==> config.mk <==
export PLATFORM = sky130hd
export DESIGN_NAME = soc_uart_tx
export DESIGN_NICKNAME = d
export VERILOG_FILES = /design/src/soc_pkg.sv /design/src/tcb_pkg.sv /design/src/soc_uart_tx.sv
export SDC_FILE = /design/constraint.sdc
export NUM_CORES = 1
export LEC_CHECK = 0
export ABC_AREA = 1
export BUFFER_PORTS_ARGS = -buffer_cell sky130_fd_sc_hd__buf_2
export CORE_ASPECT_RATIO = 0.75
export CORE_MARGIN = 2
export CORE_UTILIZATION = 28
export CTS_CLUSTER_DIAMETER = 40
export DETAILED_ROUTE_END_ITERATION = 12
export PLACE_DENSITY = 0.67
export SLEW_MARGIN = 5
export SYNTH_ARGS = -nofsm -noshare
export SYNTH_HDL_FRONTEND = slang
export SYNTH_SLANG_ARGS = --single-unit
export TNS_END_PERCENT = 1
==> constraint.sdc <==
create_clock -name clk -period 1.95 [get_ports clk]
set_input_delay 0.2925 -clock clk [delete_from_list [all_inputs] [get_ports clk]]
set_output_delay 0.2925 -clock clk [all_outputs]
set_load 0.03 [all_outputs]
==> src/soc_pkg.sv <==
// SoC level definitions
// address map, peripheral register offsets, GPIO width,
// UART divider and the UART transmitter state encoding

package soc_pkg;

  // memory size in address bits for 16KiB
  localparam int unsigned MEM_ADR = 14;
  // memory depth in 32-bit words
  localparam int unsigned MEM_DEP = 2**(MEM_ADR-2);
  typedef logic [MEM_ADR-3:0] mem_idx_t;

  // address bits used by the decoder
  localparam int unsigned MEM_SEL_BIT = 17;  // 0 memory, 1 peripherals
  localparam int unsigned PER_SEL_BIT = 6;   // 0 GPIO, 1 UART

  // register offset inside the peripheral window
  typedef logic [PER_SEL_BIT:0] ofs_t;

  localparam ofs_t GPIO_OUT = 7'h00;
  localparam ofs_t GPIO_ENA = 7'h04;
  localparam ofs_t GPIO_INP = 7'h08;
  localparam ofs_t UART_TXD = 7'h40;
  localparam ofs_t UART_STS = 7'h44;

  // GPIO
  localparam int unsigned GW = 32;
  typedef logic [GW-1:0] gpio_t;

  // UART with a short bit time for simulation
  localparam int unsigned UART_DIV = 8;
  localparam int unsigned UART_CW  = $clog2(UART_DIV);
  typedef logic [UART_CW-1:0] uart_cnt_t;
  typedef logic [7:0]         uart_byte_t;

  typedef enum logic [1:0] {idle, start, data, stop} uart_state_t;

  // bus peers behind the decoder
  typedef enum logic [1:0] {mem, gpio, uart} peer_t;

endpackage

==> src/tcb_pkg.sv <==
// TCB bus definitions
// widths, request and response structs and RISC-V access size codes
// shared by the master port, the decoder and every peer

package tcb_pkg;

  ////////////////////////////////////////
  // widths
  ////////////////////////////////////////

  // data and address width
  localparam int unsigned XLEN = 32;
  // byte lanes per data word
  localparam int unsigned BLEN = XLEN/8;

  typedef logic [XLEN-1:0] adr_t;
  typedef logic [XLEN-1:0] dat_t;
  // one enable per byte lane
  typedef logic [BLEN-1:0] ben_t;
  // RISC-V access size, log2 of bytes
  typedef logic [1:0]      siz_t;

  // size codes match funct3[1:0] of loads/stores
  localparam siz_t SIZ_B = 2'd0;
  localparam siz_t SIZ_H = 2'd1;
  localparam siz_t SIZ_W = 2'd2;

  ////////////////////////////////////////
  // request and response
  ////////////////////////////////////////

  typedef struct packed {
    logic wen;  // write enable
    adr_t adr;  // byte address
    siz_t siz;  // access size
    logic uns;  // unsigned load
    dat_t wdt;  // write data, lane 0 aligned
  } tcb_req_t;

  typedef struct packed {
    dat_t rdt;  // read data
    logic err;  // access error
  } tcb_rsp_t;

endpackage

==> src/soc_uart_tx.sv <==
// UART transmitter
// 8N1 frames at a fixed divider, data and status registers,
// a data write while a frame is in flight is held off with rdy

`timescale 1ns/1ps

module soc_uart_tx (
  input  logic              clk,
  input  logic              reset,
  input  logic              vld,
  input  tcb_pkg::tcb_req_t req,
  output logic              rdy,
  output tcb_pkg::tcb_rsp_t rsp,
  output logic              uart_txd
);

  soc_pkg::ofs_t        ofs;
  logic                 bad;
  logic                 wr_txd;
  logic                 busy;
  logic                 load;
  logic                 tick;
  soc_pkg::uart_state_t state;
  soc_pkg::uart_cnt_t   cnt;
  logic [2:0]           bit_cnt;
  soc_pkg::uart_byte_t  sh_q;
  soc_pkg::uart_byte_t  dat_q;
  logic                 txd_q;
  tcb_pkg::dat_t        rdt_q;
  logic                 err_q;

  ////////////////////////////////////////
  // bus side
  ////////////////////////////////////////

  assign ofs    = req.adr[soc_pkg::PER_SEL_BIT:0];
  assign busy   = (state != soc_pkg::idle);
  assign wr_txd = req.wen && (ofs == soc_pkg::UART_TXD);

  // status is read only
  assign bad = (ofs == soc_pkg::UART_STS) ? req.wen : (ofs != soc_pkg::UART_TXD);

  // stall new data until the frame is out
  assign rdy  = !(vld && wr_txd && busy);
  assign load = vld && wr_txd && !busy;

  always_ff @(posedge clk) begin
    if (reset) begin
      err_q <= 1'b0;
    end else begin
      err_q <= vld && rdy && bad;
    end
  end

  always_ff @(posedge clk) begin
    if (vld && rdy) begin
      case (ofs)
        soc_pkg::UART_TXD: rdt_q <= tcb_pkg::dat_t'(dat_q);
        soc_pkg::UART_STS: rdt_q <= {31'd0, busy};
        default:           rdt_q <= '0;
      endcase
    end
  end

  assign rsp.rdt = rdt_q;
  assign rsp.err = err_q;

  // data register holds the last byte sent
  always_ff @(posedge clk) begin
    if (load) begin
      dat_q <= req.wdt[7:0];
    end
  end

  ////////////////////////////////////////
  // transmit FSM
  ////////////////////////////////////////

  // end of a bit period
  assign tick = (cnt == soc_pkg::uart_cnt_t'(soc_pkg::UART_DIV-1));

  always_ff @(posedge clk) begin
    if (reset) begin
      state   <= soc_pkg::idle;
      cnt     <= '0;
      bit_cnt <= '0;
      txd_q   <= 1'b1;
    end else begin
      cnt <= tick ? '0 : cnt + 1'b1;
      case (state)
        soc_pkg::idle: begin
          // start bit goes out on the next cycle
          if (load) begin
            state <= soc_pkg::start;
            cnt   <= '0;
            txd_q <= 1'b0;
          end
        end
        soc_pkg::start: begin
          if (tick) begin
            state   <= soc_pkg::data;
            bit_cnt <= '0;
            txd_q   <= sh_q[0];
          end
        end
        soc_pkg::data: begin
          if (tick) begin
            if (bit_cnt == 3'd7) begin
              state <= soc_pkg::stop;
              txd_q <= 1'b1;
            end else begin
              bit_cnt <= bit_cnt + 1'b1;
              txd_q   <= sh_q[0];
            end
          end
        end
        default: begin
          // stop bit
          if (tick) begin
            state <= soc_pkg::idle;
          end
        end
      endcase
    end
  end

  // lsb first and shifted as each bit is driven
  always_ff @(posedge clk) begin
    if (load) begin
      sh_q <= req.wdt[7:0];
    end else if (tick && (state == soc_pkg::start || state == soc_pkg::data)) begin
      sh_q <= sh_q >> 1;
    end
  end

  assign uart_txd = txd_q;

endmodule

=== Word level (Yosys, flattened, before mapping) ===
Index checks and enable logic that the tools add are counted.
Widths: inputs -> output; s select.

* Add/subtract/negate cells: 2
* Equality and inequality tests: 12
* Mux-type cells: 22
* Reductions and logical operators: 19

{| class="wikitable"
|+ Operators with widths
! kind !! number
|-
| $mux 3 || 6
|-
| $mux 8 || 2
|-
| $pmux 8 s2 || 1
|-
| $eq 7x7->1 const B || 2
|-
| $mux 2 || 5
|-
| $ne 2x2->1 const B || 5
|-
| $reduce_and 4->1 || 2
|-
| $reduce_bool 2->1 || 4
|-
| $logic_and 1x1->1 || 7
|-
| $ne 7x7->1 const B || 1
|-
| $add 3x1->3 const B || 2
|-
| $eq 3x3->1 const B || 2
|-
| $pmux 2 s3 || 1
|-
| $pmux 3 s2 || 1
|-
| $mux 1 || 5
|-
| $reduce_and 5->1 || 1
|-
| $pmux 1 s3 || 1
|-
| $reduce_bool 3->1 || 1
|-
| $eq 2x1->1 const B || 1
|-
| $eq 2x2->1 const B || 1
|-
| $logic_not 1->1 || 2
|-
| $logic_not 2->1 || 1
|-
| $logic_or 1x1->1 || 1
|}

* Register bits: 58
* Bits of input ports: 71
* Output and inout bits: 35
* Logic and storage cells: 63

=== Longest topological paths before layout ===
* Word-level depth: 7
* Depth in mapped cells: 9
* Depth with buffers taken out: 9

=== Least setup slack after synthesis ===
OpenSTA, ideal clock, no wires.

* Kind: reg-to-reg
* Start: register state[1]
* End: register sh_q[0], enable pin
* Setup time: 0.384 ns
* Data arrival time: 1.356 ns
* Data required time: 1.566 ns
* Path slack: 0.210 ns
* Stages on the path, launching flop included: 5
* Path buffers: 0
* Period minus slack after synthesis: 1.740 ns
* Path through: dfxtp_1 -> inv_1 -> ha_1 -> inv_1 -> o21ai_0

* Cells in the longest elaborated chain, start to end: 4
* Elaborated cells between the ends (all ways): 8
* Those cells by class: eq/ne: 2; reduce/logical: 6

{| class="wikitable"
|+ RTL lines
! element !! RTL line !! source
|-
| start, declared || soc_uart_tx.sv:23 || <nowiki>soc_pkg::uart_state_t state;</nowiki>
|-
| start signal, assigned || soc_uart_tx.sv:84 || <nowiki>state <= soc_pkg::idle;</nowiki>
|-
| start signal, assigned || soc_uart_tx.sv:94 || <nowiki>state <= soc_pkg::start;</nowiki>
|-
| start signal, assigned || soc_uart_tx.sv:101 || <nowiki>state <= soc_pkg::data;</nowiki>
|-
| $eq 2x1->1 (tied with other cells) || soc_uart_tx.sv:131 || <nowiki>end else if (tick && (state == soc_pkg::start || state == soc_pkg::data)) begin</nowiki>
|-
| $logic_or 1x1->1 or $logic_not 1->1 (tied branches) || soc_uart_tx.sv:131, soc_uart_tx.sv:45 ||
|-
| $logic_and 1x1->1, on equally long branches || soc_uart_tx.sv:131, soc_uart_tx.sv:45 ||
|-
| $reduce_bool 2->1 (no source line) * || n/a ||
|-
| end signal, assigned || soc_uart_tx.sv:130 || <nowiki>sh_q <= req.wdt[7:0];</nowiki>
|-
| end signal, assigned || soc_uart_tx.sv:132 || <nowiki>sh_q <= sh_q >> 1;</nowiki>
|-
| end, declared || soc_uart_tx.sv:26 || <nowiki>soc_pkg::uart_byte_t sh_q;</nowiki>
|}

Mark *: on every way between the ends. The rest lies on a longest branch, timed or not.
A chain may end at the register's enable or synchronous reset.

=== Final worst setup path ===
* Start: register state[0]
* End: output rdy

* Cells in the longest elaborated chain, start to end: 3

{| class="wikitable"
|+ RTL lines
! element !! RTL line !! source
|-
| $reduce_bool 2->1 || soc_uart_tx.sv:37 || <nowiki>assign busy = (state != soc_pkg::idle);</nowiki>
|-
| $logic_and 1x1->1 || soc_uart_tx.sv:44 || <nowiki>assign rdy = !(vld && wr_txd && busy);</nowiki>
|-
| $logic_not 1->1 || soc_uart_tx.sv:44 ||
|-
| end, declared || soc_uart_tx.sv:12 || <nowiki>output logic rdy,</nowiki>
|}

Every way passes these cells.

==> summary.json <==
{
  "yosys": {
    "netlist-cell-type-count": 21,
    "synth_async_sr_flop_share": 0,
    "synth-edff-count": 24,
    "synth.avg_cell_area_um2": 9.44,
    "synth_top_flop_cell": "sky130_fd_sc_hd__edfxtp_1",
    "synth_top_cell_area_share": 0.422,
    "yosys_register_bits": 34,
    "instance_count_of_the_mapped_netlist": 181,
    "yosys.area.top_type": "sky130_fd_sc_hd__edfxtp_1",
    "post-synth-top-count-cell": "sky130_fd_sc_hd__nand2_1",
    "synthesis.yosys.warnings": 0,
    "synth.top_cells.by_count": "sky130_fd_sc_hd__nand2_1 (41), sky130_fd_sc_hd__buf_4 (25), sky130_fd_sc_hd__edfxtp_1 (24), sky130_fd_sc_hd__inv_1 (24), sky130_fd_sc_hd__nor2_1 (15)",
    "post_synth_instance_area_um2": 1710,
    "synth-seq-area-share": 0.539,
    "synth.top_cells.by_area": "sky130_fd_sc_hd__edfxtp_1 (42%), sky130_fd_sc_hd__dfxtp_1 (12%), sky130_fd_sc_hd__buf_4 (11%), sky130_fd_sc_hd__nand2_1 (9.0%), sky130_fd_sc_hd__ha_1 (5.9%)"
  },
  "worst_hold_path": {
    "timing.hold.worst_endpoint": "dat_q[6]",
    "worstHoldPathType": "input pin to flop",
    "hold_path.startpoint": "req[6]",
    "timing.hold.worst_path_depth": 1
  },
  "detailed_routing": {
    "drt_wl_total_um": 2640,
    "drt_pre_antenna_iters": 4,
    "routed-via-count": 1127,
    "drt-initial-drc-count": 64,
    "route.detailed.drc": 0,
    "route.detailed.wl_per_inst_um": 8.98,
    "avgViaCountPerCell": 3.83,
    "final_antenna_net_count": 0
  },
  "die": {
    "io-pin-count": 106,
    "rows": 24,
    "die-width_um": 94.2,
    "die-height_um": 71.6,
    "floorplan.initialDensity": 0.292,
    "dieArea_um2": 6750,
    "design.core.area_um2": 5860
  },
  "cts": {
    "clock_insertion_delay_worst_skew_ns": 0.28,
    "quantity_of_gates_resized_following_cts": 0,
    "cts.path.max_buffers": 2,
    "root_buffer_master": "sky130_fd_sc_hd__clkbuf_8",
    "htree_num_levels": 2,
    "cts_hold_repair.buffers": 0,
    "sink_count": 34,
    "cts_tree": "built",
    "cts_post_setup_buffers_inserted": 0,
    "cts-buffers-inserted": 5,
    "cts.reportedPaths.clkPinSlew_ns": 0.07
  },
  "critical_path": {
    "worst_r2r_dst": "sh_q[3]",
    "critical_path_required_ns": 1.66,
    "crit_family": "flip-flops",
    "path_max_fanout": 6,
    "timing.rr.start": "state[0]",
    "timing.critical_path.buf_inv": 2,
    "slowest_stage": "sky130_fd_sc_hd__dfxtp_1",
    "crit_path_start_kind": "flop",
    "cp_slowest_stage_delay_ns": 0.36,
    "path_cells": "inv_1, ha_1, or2_1, buf_2",
    "critPathKind": "flop to primary output",
    "critPathArrivalTime_ns": 1.48,
    "reg2reg_setup_slack_ns": 0.34,
    "r2r_cells": 6,
    "kind_of_end_point_of_the_critical_path": "primary output"
  },
  "power": {
    "vdd_ir_drop_max_mv": 0.275,
    "seqPwrFrac": 0.516,
    "cellInternalPower_mw": 1.10,
    "swShare": 0.291,
    "clockPowerShare": 0.315,
    "finalPower_mw": 1.56,
    "share_comb_of_total_power": 0.169,
    "net_switching_power_figure_mw": 0.453,
    "leakagePower_nw": 0.956,
    "p_per_area_nw_per_um2": 806
  },
  "timing": {
    "clock_skew_ns": 0.00509,
    "finalSetupTns_ns": 0,
    "post-route-period-util": 0.907,
    "finalHoldViolCount": 0,
    "setup-violations-final": 0,
    "setup_repair_after_global_routing_missed_its_margin": "false",
    "timing.final.crit_period_ns": 1.77,
    "max_freq_ghz": 0.565,
    "timing.hold.ws_ns": 0.201,
    "report.final.slew_viol_count": 0
  },
  "finish": {
    "flow.area_growth_from_synthesis_pct": 13.0,
    "finish.instance_area_um2": 1930,
    "drive_above_1_share": 0.218,
    "final_nets": 294,
    "antenna-diode-count": 0,
    "fillCellCount": 599,
    "finalNonFillerCells": 294
  },
  "placement": {
    "dp_hpwl_um": 2070,
    "place.gp.congestion": 0.762,
    "post_dp_cell_area_um2": 1850,
    "placedCellCount": 286,
    "io_buffer_count": 29
  },
  "grt": {
    "grt_antenna_before_repair": 0,
    "use_met3": 0.0189,
    "grtUsageTotal": 0.0851,
    "gr-total-overflow": 0,
    "vias_in_the_first_global_route": 1023,
    "top_usage_layer_grt": "met2",
    "global_route.usage.met1": 0.105,
    "grt_max_degree": 16,
    "groute.layer.met2.usage": 0.136,
    "global_route_wire_length_before_repair_um": 4470
  },
  "job": {
    "maxCapViolations": 0
  },
  "run_status": {
    "outcome": "finished clean"
  }
}
## worst reg2reg max path: cells and delay by family, from the launching register on
family        cells  cell delay (ns)
simple gates      3             0.38
flops             1             0.36
buf+inv           2             0.32
fa+ha+maj         1             0.30
## area by class of cell
class	instances	area (µm²)	area share
clock inverter	3	16.3	0.00843
multi-input combinational	116	567	0.294
tap	78	97.6	0.0506
sequential	34	921	0.477
timing repair buffer	30	153	0.0791
clock buffer	5	68.8	0.0356
inverter	28	108	0.0557
## stage by stage
stage	setup slack (ns)	utilization
3_5_place_dp	0.289	0.315
5_1_grt	0.0811	0.330
6_report	0.181	0.330
3_3_place_gp	0.303	0.315
2_1_floorplan	0.210	-
4_1_cts	0.159	0.330
## registers in the layout, indices dropped and copies added (netlist names)
| name | flops |
|---|---|
| uart_txd | 1 |
| sh_q | 8 |
| state | 2 |
| err_q | 1 |
| dat_q | 8 |
| bit_cnt | 3 |
| rdt_q | 8 |
| cnt | 3 |
## worst max-delay path by stage
stage / start / end / slack (ns) / cells after the start
2_1_floorplan: state[1] / sh_q[0] / 0.21 / 4
3_3_place_gp: req[39] / sh_q[7] / 0.30 / 9
3_5_place_dp: req[39] / sh_q[7] / 0.29 / 9
4_1_cts: state[0] / rdy / 0.16 / 4
5_1_grt: state[0] / rdy / 0.08 / 4
6_report: state[0] / rdy / 0.18 / 4
## cell usage in the layout (no fill, tap or decap)
| master | instances |
|---|---|
| sky130_fd_sc_hd__nand2_1 | 41 |
| sky130_fd_sc_hd__buf_2 | 29 |
| sky130_fd_sc_hd__inv_1 | 24 |
| sky130_fd_sc_hd__conb_1 | 24 |
| sky130_fd_sc_hd__edfxtp_1 | 24 |
| sky130_fd_sc_hd__nor2_1 | 15 |
| sky130_fd_sc_hd__dfxtp_1 | 10 |
| sky130_fd_sc_hd__ha_1 | 8 |
| sky130_fd_sc_hd__nand3_1 | 7 |
| sky130_fd_sc_hd__a21oi_1 | 6 |
| sky130_fd_sc_hd__clkbuf_8 | 5 |
| sky130_fd_sc_hd__o21ai_0 | 4 |
| sky130_fd_sc_hd__nor2_2 | 3 |
| sky130_fd_sc_hd__clkinv_2 | 3 |
| sky130_fd_sc_hd__nor3_1 | 3 |
| sky130_fd_sc_hd__inv_2 | 2 |
| sky130_fd_sc_hd__nand2_2 | 1 |
| sky130_fd_sc_hd__nand2_4 | 1 |
| sky130_fd_sc_hd__nand3_4 | 1 |
| sky130_fd_sc_hd__or2_1 | 1 |
| sky130_fd_sc_hd__o22ai_1 | 1 |
| sky130_fd_sc_hd__clkinv_1 | 1 |
| sky130_fd_sc_hd__clkinvlp_4 | 1 |
| sky130_fd_sc_hd__buf_4 | 1 |
## logic make-up after synthesis
group | count (synthesis) | synth area share
flip-flops | 34 | 0.539
adder cells (fa/ha/maj) | 8 | 0.0586
other | 1 | 0.00220
AND/OR/NAND/NOR | 73 | 0.188
AO/OA/AOI/OAI | 11 | 0.0330
buffers and inverters | 54 | 0.179
## metal layers
layer / up-vias / part of all wire
met1: 496 / 0.46
met3: 5 / 0.066
li1: 589 / -
met5: - / 0
met2: 37 / 0.45
met4: 0 / 0.022
## power groups by stage
| stage | combinational [mW] | sequential [mW] | clock, mW |
|---|---|---|---|
| 4_1_cts | 0.263 | 0.804 | 0.509 |
| 3_3_place_gp | 0.257 | 0.819 | 0 |
| 5_1_grt | 0.302 | 0.806 | 0.544 |
| 3_5_place_dp | 0.262 | 0.820 | 0 |
| 2_1_floorplan | 0.221 | 0.838 | 0 |
| 6_report | 0.263 | 0.803 | 0.490 |
No activity file was read; power rests on OpenSTA's default activity.
