File: config.mk
export PLATFORM = sky130hd
export DESIGN_NAME = soc_bus_decoder
export DESIGN_NICKNAME = d
export VERILOG_FILES = /design/src/soc_pkg.sv /design/src/tcb_pkg.sv /design/src/soc_bus_decoder.sv
export SDC_FILE = /design/constraint.sdc
export NUM_CORES = 1
export LEC_CHECK = 0
export CAP_MARGIN = 10
export CORE_MARGIN = 10
export CORE_UTILIZATION = 25
export CTS_CLUSTER_SIZE = 14
export DETAILED_ROUTE_END_ITERATION = 6
export DONT_BUFFER_PORTS = 1
export GPL_TIMING_DRIVEN = 0
export SYNTH_ARGS = -nofsm -noshare
export SYNTH_HDL_FRONTEND = slang
export SYNTH_SLANG_ARGS = --single-unit
export TNS_END_PERCENT = 100
File: constraint.sdc
create_clock -name clk -period 1.7 [get_ports clk]
set_input_delay 0.34 -clock clk [delete_from_list [all_inputs] [get_ports clk]]
set_output_delay 0.34 -clock clk [all_outputs]
set_load 0.02 [all_outputs]
File: src/soc_pkg.sv
// SoC level definitions
// address map, peripheral register offsets, GPIO width,
// UART divider and the UART transmitter state encoding

package soc_pkg;

  // memory size in address bits for 16KiB
  localparam int unsigned MEM_ADR = 14;
  // memory depth in 32-bit words
  localparam int unsigned MEM_DEP = 2**(MEM_ADR-2);
  typedef logic [MEM_ADR-3:0] mem_idx_t;

  // address bits used by the decoder
  localparam int unsigned MEM_SEL_BIT = 17;  // 0 memory, 1 peripherals
  localparam int unsigned PER_SEL_BIT = 6;   // 0 GPIO, 1 UART

  // register offset inside the peripheral window
  typedef logic [PER_SEL_BIT:0] ofs_t;

  localparam ofs_t GPIO_OUT = 7'h00;
  localparam ofs_t GPIO_ENA = 7'h04;
  localparam ofs_t GPIO_INP = 7'h08;
  localparam ofs_t UART_TXD = 7'h40;
  localparam ofs_t UART_STS = 7'h44;

  // GPIO
  localparam int unsigned GW = 32;
  typedef logic [GW-1:0] gpio_t;

  // UART with a short bit time for simulation
  localparam int unsigned UART_DIV = 8;
  localparam int unsigned UART_CW  = $clog2(UART_DIV);
  typedef logic [UART_CW-1:0] uart_cnt_t;
  typedef logic [7:0]         uart_byte_t;

  typedef enum logic [1:0] {idle, start, data, stop} uart_state_t;

  // bus peers behind the decoder
  typedef enum logic [1:0] {mem, gpio, uart} peer_t;

endpackage

File: src/tcb_pkg.sv
// TCB bus definitions
// widths, request and response structs and RISC-V access size codes
// shared by the master port, the decoder and every peer

package tcb_pkg;

  ////////////////////////////////////////
  // widths
  ////////////////////////////////////////

  // data and address width
  localparam int unsigned XLEN = 32;
  // byte lanes per data word
  localparam int unsigned BLEN = XLEN/8;

  typedef logic [XLEN-1:0] adr_t;
  typedef logic [XLEN-1:0] dat_t;
  // one enable per byte lane
  typedef logic [BLEN-1:0] ben_t;
  // RISC-V access size, log2 of bytes
  typedef logic [1:0]      siz_t;

  // size codes match funct3[1:0] of loads/stores
  localparam siz_t SIZ_B = 2'd0;
  localparam siz_t SIZ_H = 2'd1;
  localparam siz_t SIZ_W = 2'd2;

  ////////////////////////////////////////
  // request and response
  ////////////////////////////////////////

  typedef struct packed {
    logic wen;  // write enable
    adr_t adr;  // byte address
    siz_t siz;  // access size
    logic uns;  // unsigned load
    dat_t wdt;  // write data, lane 0 aligned
  } tcb_req_t;

  typedef struct packed {
    dat_t rdt;  // read data
    logic err;  // access error
  } tcb_rsp_t;

endpackage

File: src/soc_bus_decoder.sv
// bus decoder
// selects memory, GPIO or UART from two address bits,
// routes vld to the selected peer and returns its rdy,
// remembers the peer at each handshake to steer the response

`timescale 1ns/1ps

module soc_bus_decoder (
  input  logic              clk,
  input  logic              reset,
  // master side
  input  logic              vld,
  input  tcb_pkg::tcb_req_t req,
  output logic              rdy,
  output tcb_pkg::tcb_rsp_t rsp,
  // peer handshakes
  output logic              mem_vld,
  output logic              gpio_vld,
  output logic              uart_vld,
  input  logic              mem_rdy,
  input  logic              gpio_rdy,
  input  logic              uart_rdy,
  // peer responses
  input  tcb_pkg::tcb_rsp_t mem_rsp,
  input  tcb_pkg::tcb_rsp_t gpio_rsp,
  input  tcb_pkg::tcb_rsp_t uart_rsp
);

  soc_pkg::peer_t peer;    // decoded from the current request
  soc_pkg::peer_t peer_q;  // peer of the last handshake
  logic           rsp_q;   // response due in this cycle

  ////////////////////////////////////////
  // request path
  ////////////////////////////////////////

  // bit 17 splits memory from peripherals, bit 6 splits GPIO from UART
  always_comb begin
    if (!req.adr[soc_pkg::MEM_SEL_BIT]) begin
      peer = soc_pkg::mem;
    end else if (req.adr[soc_pkg::PER_SEL_BIT]) begin
      peer = soc_pkg::uart;
    end else begin
      peer = soc_pkg::gpio;
    end
  end

  assign mem_vld  = vld && (peer == soc_pkg::mem);
  assign gpio_vld = vld && (peer == soc_pkg::gpio);
  assign uart_vld = vld && (peer == soc_pkg::uart);

  // only the selected peer may stall the master
  always_comb begin
    case (peer)
      soc_pkg::gpio: rdy = gpio_rdy;
      soc_pkg::uart: rdy = uart_rdy;
      default:       rdy = mem_rdy;
    endcase
  end

  ////////////////////////////////////////
  // response path
  ////////////////////////////////////////

  // source of the next response is kept apart from the request decode
  // so a new request can be taken in the response cycle
  always_ff @(posedge clk) begin
    if (reset) begin
      peer_q <= soc_pkg::mem;
      rsp_q  <= 1'b0;
    end else begin
      rsp_q <= vld && rdy;
      if (vld && rdy) begin
        peer_q <= peer;
      end
    end
  end

  // idle cycles carry no data and no error
  always_comb begin
    rsp = '0;
    if (rsp_q) begin
      case (peer_q)
        soc_pkg::mem:  rsp = mem_rsp;
        soc_pkg::gpio: rsp = gpio_rsp;
        soc_pkg::uart: rsp = uart_rsp;
        default:       rsp = '0;
      endcase
    end
  end

endmodule

[After elaboration in Yosys (flattened, before gate mapping)]
Cells that the tools add are included.
Storage, ports and cells
  output and inout port bits: 37
  register bits: 3
  input bits: 173
Operators by class
  reduce and logical (&&, ||, !) cells: 6
  multiplexer cells: 5
  eq/ne operators: 4
Operators with widths (number)
  $pmux 33 s3: 1
  $mux 33: 1
  $eq 2x1->1 const B: 2
  $eq 2x2->1 const B: 2
  $logic_and 1x1->1: 4
  $logic_not 2->1: 2
  $mux 2: 2
  $pmux 1 s2: 1

[Logic depth before layout (Yosys ltp)]
Gate-level depths: netlist of the first run.
  word-level depth: 5
  gate-level depth with buffers: 6
  mapped depth without buffers: 3

[Worst setup path after synthesis of the first run]
OpenSTA, ideal clock, no wires.
  kind: register to output
  start point: reg peer_q[1]
  end point: out rsp[2] (netlist bit)
  data arrival time: 1197 ps
  data required time: 1360 ps
  path slack: 163 ps
  stages on the path, launching flop included: 7
  path buffers: 3
  cells stage by stage: dfxtp_1 -> buf_6 -> nor2b_1 -> buf_4 -> buf_6 -> nand2_1 -> a21boi_1
RTL lines
  start: declaration: RTL line soc_bus_decoder.sv:30  | soc_pkg::peer_t peer_q;
  start signal: assignment: RTL line soc_bus_decoder.sv:69  | peer_q <= soc_pkg::mem;
  start signal: assignment: RTL line soc_bus_decoder.sv:74  | peer_q <= peer;
  end: declaration: RTL line soc_bus_decoder.sv:15  | output tcb_pkg::tcb_rsp_t rsp,

==> results of run 1 <==
==> sequential cells by signal, indices dropped and copies added (netlist names) <==
signal / cells
peer_q: 2
rsp_q: 1
==> cell usage in the layout, fill, tap and decap left out <==
master	synthesis	layout
dfxtp_4	0	1
o21ai_1	1	1
a21boi_4	0	33
buf_8	0	2
nand2_1	33	14
inv_1	1	1
clkbuf_2	0	3
nand2b_1	3	3
clkbuf_8	0	3
mux2i_1	34	34
and3b_1	1	1
buf_12	3	3
or2_1	30	33
buf_6	2	5
nand3b_1	1	1
nor3b_1	1	1
a31oi_1	2	2
nand4_1	1	1
nand2_2	0	19
clkbuf_16	0	2
nand3_1	3	3
dfxtp_1	3	2
buf_4	3	5
nor2b_2	0	1
clkbuf_1	6	4
nor2b_1	2	1
nand4b_1	1	1
and3_1	1	1
==> per-layer routing <==
| layer | vias up | global-route usage (%) | routed length (um) |
|---|---|---|---|
| met2 | 86 | 18.9 | 2650 |
| met1 | 569 | 11.0 | 1900 |
| met3 | 4 | 4.92 | 621 |
| met5 | - | 0 | 0 |
| met4 | 0 | 3.08 | 42 |
| li1 | 605 | - | - |
==> worst max-delay path: cells and delay by family (launching register included) <==
| kind | cells | cell delay (ps) |
|---|---|---|
| buffers and inverters | 3 | 460 |
| and+or+nand+nor | 2 | 210 |
| DFF | 1 | 290 |
| AOI/OAI and AO/OA | 1 | 240 |
==> power by group through the flow <==
| stage | Clock [mW] | Combinational, mW | Sequential, mW |
|---|---|---|---|
| after floorplan | 0 | 0.250 | 0.0781 |
| after global placement | 0 | 0.281 | 0.0807 |
| after detailed placement | 0 | 0.288 | 0.0805 |
| after CTS | 0.215 | 0.367 | 0.0789 |
| after global routing | 0.223 | 0.423 | 0.0798 |
| final | 0.210 | 0.392 | 0.0787 |
==> worst paths after layout <==
kind | startpoint | end | slack [ps] | depth (start not counted)
hold / removal | reset | peer_q[0] | 180 | 1
setup reg to reg | peer_q[0] | peer_q[0] | 660 | 3
hold reg to reg | peer_q[0] | peer_q[0] | 540 | 2
setup / recovery | peer_q[1] | rsp[2] | -70 | 6
==> cell families after synthesis <==
kind of cell / after synthesis / share of synthesized area, %
flip-flops: 3 / 4.54
multiplexers: 34 / 25.7
buffers and inverters: 15 / 9.92
AND/OR/NAND/NOR: 80 / 31.9
AO/OA/AOI/OAI: 36 / 28.0
==> what timing repair did <==
item	in CTS	in global routing
buffers inserted	2	4
hold buffers	0	0
gates cloned	1	2
resized for setup	53	21
pin swaps	28	14
endpoints found under the setup margin	33	33
==> final cells by class <==
class | count | area (um2) | share of cell area, %
timing repair buffer | 9 | 110 | 5.77
buffer | 14 | 150 | 7.86
multi-input combinational | 150 | 1450 | 75.9
clock buffer | 4 | 45.0 | 2.36
tap | 70 | 87.6 | 4.59
inverter | 1 | 3.75 | 0.197
sequential | 3 | 63.8 | 3.34
==> results.md, run 1 <==
- Status: finished with violations
- Failing checks: negative setup slack
- Total track usage: approximately a tenth
- Crit path DAT: around 1400 ps
- Slew Viols, Final: 0
- Worst skew pair latency: around 220 ps
- Crit path time final: 1770 ps
- Synth area leaders: mux2i_1, a21boi_2, or2_1
- Clock Sinks: 3
- Required @ worst endpoint: approximately 1400 ps
- Slowest CP cell: dfxtp_1
- Fillers: between 500 and 600
- Top cells by count, synth: mux2i_1, nand2_1, or2_1
- MaxCap Viol Count: 0
- Placed inst area: 1410 um2
- NumNets Final: 355
- Crit path cell chain: buf_6, nor2b_2, buf_6, buf_6, nand2_1, a21boi_4
- Remaining Overflow, GRT: 0
- Die width: between 90 and 100 um
- TritonCTS clock tree: yes
- Final worst path period share: 104%
- CTS Buffer Depth: 2
- Site row count: 26
- Synthesized netlist cell count: around 170
- Internal power: around 0.42 mW
- Primary FF master, synth: dfxtp_1
- Comb pwr share: roughly 58%
- Clock transition at path regs: 30 ps
- Mapped cell area: ~1300 um2
- DR vias: 1,264
- Syn nets: about 340
- Final count of negative-setup-slack endpoints: 33
- Power per cell area: 356 nW/um2
- Clk root buf: clkbuf_8
- Synthesis-to-finish area growth: 44.2%
- # diodes: 0
- Yosys warnings: 0
- Setup_tns: -1420 ps
- Crit path max fanout: 8
- CP peak stage delay: between 200 and 300 ps
- Top-count cell post-synth: mux2i_1
- Post-layout util: between 30% and 40%
- Vias in the first global route: roughly 1,400
- Starting DRT DRC Count: 32
- Syn_area_per_cell: around 7.9 um2
- Vert. Die Dim: about 90 um
- Power, Total: 0.680 mW
- Port Buffers: 0
- Non-filler cells, final: between 200 and 300
- CTS Buf Count: 3
- Leak: 0.546 nW
- Crit end category: primary output
- Switching power: 0.261 mW
- Top-area cell type share of the netlist area: between 20% and 30%
- H-tree Lvls: 1
- Global-route wire length before repair: ~7.5 mm
- Starting density of the core: around a quarter
- Final WL: roughly 5.2 mm
- Register area share after synthesis: approximately 4.5%
- Routed length per placed instance: just over 20 um
- Place WS: -66.6 ps
- Drt first pass iters: 4
- Critical Path Most Common Cell: buf_6
- Post-synth EDFFs: 0
- Clock Skews: 0 ps
- Initial antenna violation count: 0
- Sequential group share of total power: between 10% and 20%
- Least-Margin Pin Slew: 686 ps
- Hold slack: between 150 and 200 ps
- RSZ-0062 raised after global routing: true
- Kind of critical path: flip-flop to primary output
- Placed instance count: ~240
- Core area: between 5000 and 6000 um2
- Gp weighted congestion: about 0.8
- Sw frac: 38.3%
- Distinct cell type count after synthesis: 23
- Final worst-path setup slack: -65.8 ps
- Maximum clock rate: 566 MHz
- Remaining antenna violation count: 0
- Synthesized flop and latch total: 3
- Worst slew margin: 54.2%
- Via density per instance: just over 5
- # IOs: 210
- Finished Cell Area: around 1900 um2
- Clock Power Share: slightly above 30%
- Maximum vdd drop: approximately 0.28 mV
- Final hold vios: 0
- DRC violations left: 0
- Hold Crit Class: input pin to flip-flop
- DP HPWL: approximately 4 mm
- Startpoint types: flip-flop
- DIE AREA: around 8600 um2
- Async SR Flop Fraction: 0%
- Layout cells sized above 1: between 40% and 50%
- Synth area leader: mux2i_1
- Largest net degree at the start of global routing: 11
(Power assumes the default switching activity.)
==> run 2, diff against run 1 <==
- SKIP_CTS_REPAIR_TIMING: default -> 1
==> results.md, run 2 (synthesized netlist as in run 1, its figures left out) <==
- Status: finished with violations
- Failing checks: negative setup slack
- Remaining antenna violation count: 0 (unchanged)
- Final count of negative-setup-slack endpoints: 31 (-6.1%)
- Worst skew pair latency: 220 ps (about the same)
- Die width: 92.8 um (unchanged)
- Required @ worst endpoint: 1360 ps (about the same)
- Largest registers: peer_q (2), rsp_q (1)
- Initial antenna violation count: 0 (unchanged)
- Core area: 5110 um2 (unchanged)
- MaxCap Viol Count: 0 (unchanged)
- Non-filler cells, final: 246 (-2.0%)
- Setup_tns: -1220 ps (+194 ps)
- Layout cells sized above 1: 31.8% (-11 points)
- Remaining Overflow, GRT: 0 (unchanged)
- Via density per instance: 4.96 (-1.4%)
- TritonCTS clock tree: yes
- DP HPWL: 4.11 mm (unchanged)
- Hold Crit Class: input pin to flip-flop
- Sw frac: 38.4% (+0.14 points)
- Hold slack: 180 ps (-0.232 ps)
- Most frequent cells in the layout: mux2i_1, or2_1, a21boi_4, nand2_1, buf_4
- DRC violations left: 0 (unchanged)
- Clock Skews: 0 ps (unchanged)
- Total track usage: 10.1% (-0.61 points)
- Clk root buf: clkbuf_8
- Crit path time final: 1770 ps (+2.49 ps)
- Kind of critical path: flip-flop to primary output
- Power, Total: 0.650 mW (-4.5%)
- CTS Buffer Depth: 2 (unchanged)
- Largest Register: peer_q
- Starting DRT DRC Count: 18 (-44%)
- Final worst-path setup slack: -68.3 ps (-2.49 ps)
- Maximum clock rate: 566 MHz (-0.14%)
- Clock transition at path regs: 30 ps (about the same)
- Routed length per placed instance: 20.2 um (-3.0%)
- Gp weighted congestion: 0.778 (unchanged)
- Place WS: -66.6 ps (unchanged)
- Vias in the first global route: 1,342 (-5.2%)
- DR vias: 1,221 (-3.4%)
- Port Buffers: 0 (unchanged)
- Clock Sinks: 3 (unchanged)
- # diodes: 0 (unchanged)
- Crit path DAT: 1430 ps (about the same)
- Leak: 0.491 nW (-10%)
- Most common cell after layout, fill and taps aside: mux2i_1
- Vert. Die Dim: 92.8 um (unchanged)
- Crit end category: primary output
- Crit path max fanout: 10 (+2)
- Final worst path period share: 104% (+0.15 points)
- Global-route wire length before repair: 7.07 mm (-5.6%)
- RSZ-0062 raised after global routing: true
- Drt first pass iters: 4 (unchanged)
- NumNets Final: 350 (-1.4%)
- Clock Power Share: 32.4% (+1.5 points)
- Site row count: 26 (unchanged)
- Internal power: 0.400 mW (-4.7%)
- Least-Margin Pin Slew: 686 ps (unchanged)
- H-tree Lvls: 1 (unchanged)
- Largest net degree at the start of global routing: 11 (unchanged)
- Switching power: 0.250 mW (-4.1%)
- Final WL: 4.96 mm (-4.9%)
- Placed instance count: 238 (unchanged)
- Startpoint types: flip-flop
- Synthesis-to-finish area growth: 33.7%
- Fillers: 554 (+3.0%)
- Sequential group share of total power: 12.1% (+0.5 points)
- DIE AREA: 8610 um2 (unchanged)
- Starting density of the core: 25.9% (unchanged)
- Comb pwr share: 55.5% (-2.1 points)
- Worst slew margin: 54.2% (unchanged)
- # IOs: 210 (unchanged)
- Slew Viols, Final: 0 (unchanged)
- Power per cell area: 367 nW/um2 (+3.0%)
- Final hold vios: 0 (unchanged)
- Maximum vdd drop: 0.289 mV (+1.7%)
- Max reg flops: 2 (unchanged)
- CTS Buf Count: 3 (unchanged)
run 2: cell type report:
| class | count | area [um2] | area share, % |
|---|---|---|---|
| buffer | 14 | 146 | 8.27 |
| clock buffer | 4 | 45.0 | 2.54 |
| inverter | 1 | 3.75 | 0.212 |
| multi-input combinational | 150 | 1390 | 78.7 |
| sequential | 3 | 63.8 | 3.60 |
| tap | 70 | 87.6 | 4.95 |
| timing repair buffer | 4 | 30.0 | 1.70 |
run 2: final timing paths:
check,endpoint,slack [ps],startpoint,depth (start not counted)
setup / recovery,rsp[13],-70,peer_q[1],6
hold / removal,peer_q[0],180,reset,1
hold reg to reg,peer_q[0],540,peer_q[0],2
setup reg to reg,peer_q[0],660,peer_q[0],3
run 2: metrics by stage:
| stage | util [%] | instance area (um2) |
|---|---|---|
| after global placement | 27.6 | 1410 |
| after CTS | 28.5 | 1460 |
| after detailed placement | 27.6 | 1410 |
| after global routing | 34.7 | 1770 |
| final | 34.7 | 1770 |
| after floorplan | - | 1320 |
run 2: power by group through the flow:
stage / Combinational, mW / Clock [mW] / Sequential, mW
after global routing: 0.392 / 0.223 / 0.0796
after floorplan: 0.250 / 0 / 0.0781
after CTS: 0.288 / 0.215 / 0.0795
after global placement: 0.281 / 0 / 0.0807
final: 0.361 / 0.211 / 0.0785
after detailed placement: 0.288 / 0 / 0.0805
run 2: worst max-delay path, stage by stage, from the launching register on:
cell and delay, ps:
dfxtp_1 290, buf_6 150, nor2b_1 110, buf_4 170, buf_6 150, nand2_1 110
a21boi_4 230
run 2: layer usage:
metal  vias up  GRT usage (%)  share of wire (%)
met5         -              0                  0
met2        86           17.8                 51
li1        592              -                  -
met1       539           9.81                 35
met3         4           5.41                 13
met4         0           3.21               0.85
==> run 3, diff against run 2 <==
- RECOVER_POWER: default -> 100
==> results.md, run 3 (synthesized netlist as in run 1, its figures left out) <==
- Largest Register: peer_q
- # IOs: 210 (unchanged)
- DIE AREA: 8610 um2 (unchanged)
- TritonCTS clock tree: yes
- Drt first pass iters: 4 (unchanged)
- Port Buffers: 0 (unchanged)
- Initial antenna violation count: 0 (unchanged)
- Clock transition at path regs: 30 ps (about the same)
- # diodes: 0 (unchanged)
- Hold Crit Class: input pin to flip-flop
- Power per cell area: 367 nW/um2 (about the same)
- Final worst path period share: 104% (unchanged)
- Routed length per placed instance: 20.2 um (+0.16%)
- Worst skew pair latency: 220 ps (about the same)
- Crit end category: primary output
- Largest registers: peer_q (2), rsp_q (1)
- Global Route met1 Usage: 9.81% (unchanged)
- Max reg flops: 2 (unchanged)
- Maximum vdd drop: 0.289 mV (about the same)
- Clk root buf: clkbuf_8
- Least-Margin Pin Slew: 785 ps (+98.9 ps)
- Most common cell after layout, fill and taps aside: mux2i_1
- Worst slew margin: 47.1% (-7.0 points)
- Largest net degree at the start of global routing: 11 (unchanged)
- GRT Max-Usage Layer: met2
- Final count of negative-setup-slack endpoints: 31 (unchanged)
- Final WL: 4.97 mm (+0.16%)
- Starting density of the core: 25.9% (unchanged)
- Place WS: -66.6 ps (unchanged)
- DRC violations left: 0 (unchanged)
- Required @ worst endpoint: 1360 ps (about the same)
- Vias in the first global route: 1,342 (unchanged)
- Setup_tns: -1220 ps (unchanged)
- Most frequent cells in the layout: mux2i_1, or2_1, a21boi_4, nand2_1, buf_4
- Crit path cell chain: buf_6, nor2b_1, buf_4, buf_6, nand2_1, a21boi_4
- DR vias: 1,216 (-0.41%)
- Gp weighted congestion: 0.778 (unchanged)
- Clock Skews: 0 ps (unchanged)
- Startpoint types: flip-flop
- Remaining Overflow, GRT: 0 (unchanged)
- Clock Sinks: 3 (unchanged)
- Final hold vios: 0 (unchanged)
- Starting DRT DRC Count: 18 (unchanged)
- Critical Path Most Common Cell: buf_6
- Site row count: 26 (unchanged)
- NumNets Final: 350 (unchanged)
- Leak: 0.491 nW (about the same)
- Slowest CP cell: dfxtp_1
- Maximum clock rate: 566 MHz (unchanged)
- CP peak stage delay: 290 ps (about the same)
- Global-route wire length before repair: 7.07 mm (unchanged)
- Kind of critical path: flip-flop to primary output
- MaxCap Viol Count: 0 (unchanged)
- CTS Buffer Depth: 2 (unchanged)
- Layout cells sized above 1: 31.8% (unchanged)
- Via density per instance: 4.94 (-0.41%)
- Vert. Die Dim: 92.8 um (unchanged)
- Met2 Use GR: 17.8% (unchanged)
- Crit path time final: 1770 ps (unchanged)
- DP HPWL: 4.11 mm (unchanged)
- Failing checks: negative setup slack
- CTS Buf Count: 3 (unchanged)
- Slew Viols, Final: 0 (unchanged)
- Core area: 5110 um2 (unchanged)
- Die width: 92.8 um (unchanged)
- H-tree Lvls: 1 (unchanged)
- Status: finished with violations
- Remaining antenna violation count: 0 (unchanged)
- Total track usage: 10.1% (unchanged)
- Synthesis-to-finish area growth: 33.7% (unchanged)
- Final worst-path setup slack: -68.3 ps (unchanged)
- Crit path max fanout: 10 (unchanged)
- RSZ-0062 raised after global routing: true
- Met3 usage: 5.41% (unchanged)
- Crit path DAT: 1430 ps (about the same)
-- run 3: cell counts in the layout (fill, tap and decap cells not counted) --
Identical to the previous run, type by type.
-- run 3: critical path, delay by kind of cell, from the launching register on --
kind                   cells  cell delay (ps)
AO/OA/AOI/OAI              1              230
buffers and inverters      3              470
flip-flops                 1              290
AND/OR/NAND/NOR            2              220
-- run 3: final timing paths --
kind	from	endpoint	slack, ps	cells after the start
min reg2reg	peer_q[0]	peer_q[0]	540	2
max reg2reg	peer_q[0]	peer_q[0]	660	3
max	peer_q[1]	rsp[13]	-70	6
min	reset	peer_q[0]	180	1
-- run 3: cell type report --
| type | instances | area, um2 |
|---|---|---|
| fillers | 554 | 3340 |
| multi-input cells | 150 | 1390 |
| plain buffers | 14 | 146 |
| well taps | 70 | 87.6 |
| flip-flops and latches | 3 | 63.8 |
| clock buffers | 4 | 45.0 |
| repair buffers | 4 | 30.0 |
| inverters | 1 | 3.75 |
-- run 3: report_power, final --
part           switching [mW]  leakage, nW  internal [mW]  total, mW
Clock                  0.0504       0.0228          0.160      0.211
Sequential            0.00477       0.0252         0.0737     0.0785
Combinational           0.195        0.443          0.166      0.361
Total                   0.250        0.491          0.400      0.650
-- run 3: metrics by stage --
stage	hold slack [ps]	cells	power [mW]	cell area (um2)	util, %
floorplan	409	168	0.328	1320	-
global placement	413	238	0.362	1410	27.6
detailed placement	412	238	0.368	1410	27.6
CTS	184	242	0.583	1460	28.5
global route	183	246	0.694	1770	34.7
finish	180	246	0.650	1770	34.7
-- run 3: layer usage --
layer / vias to the layer above / share of wire (%)
met5: - / 0
met4: 0 / 0.85
met3: 4 / 13
met2: 86 / 51
met1: 535 / 35
li1: 591 / -
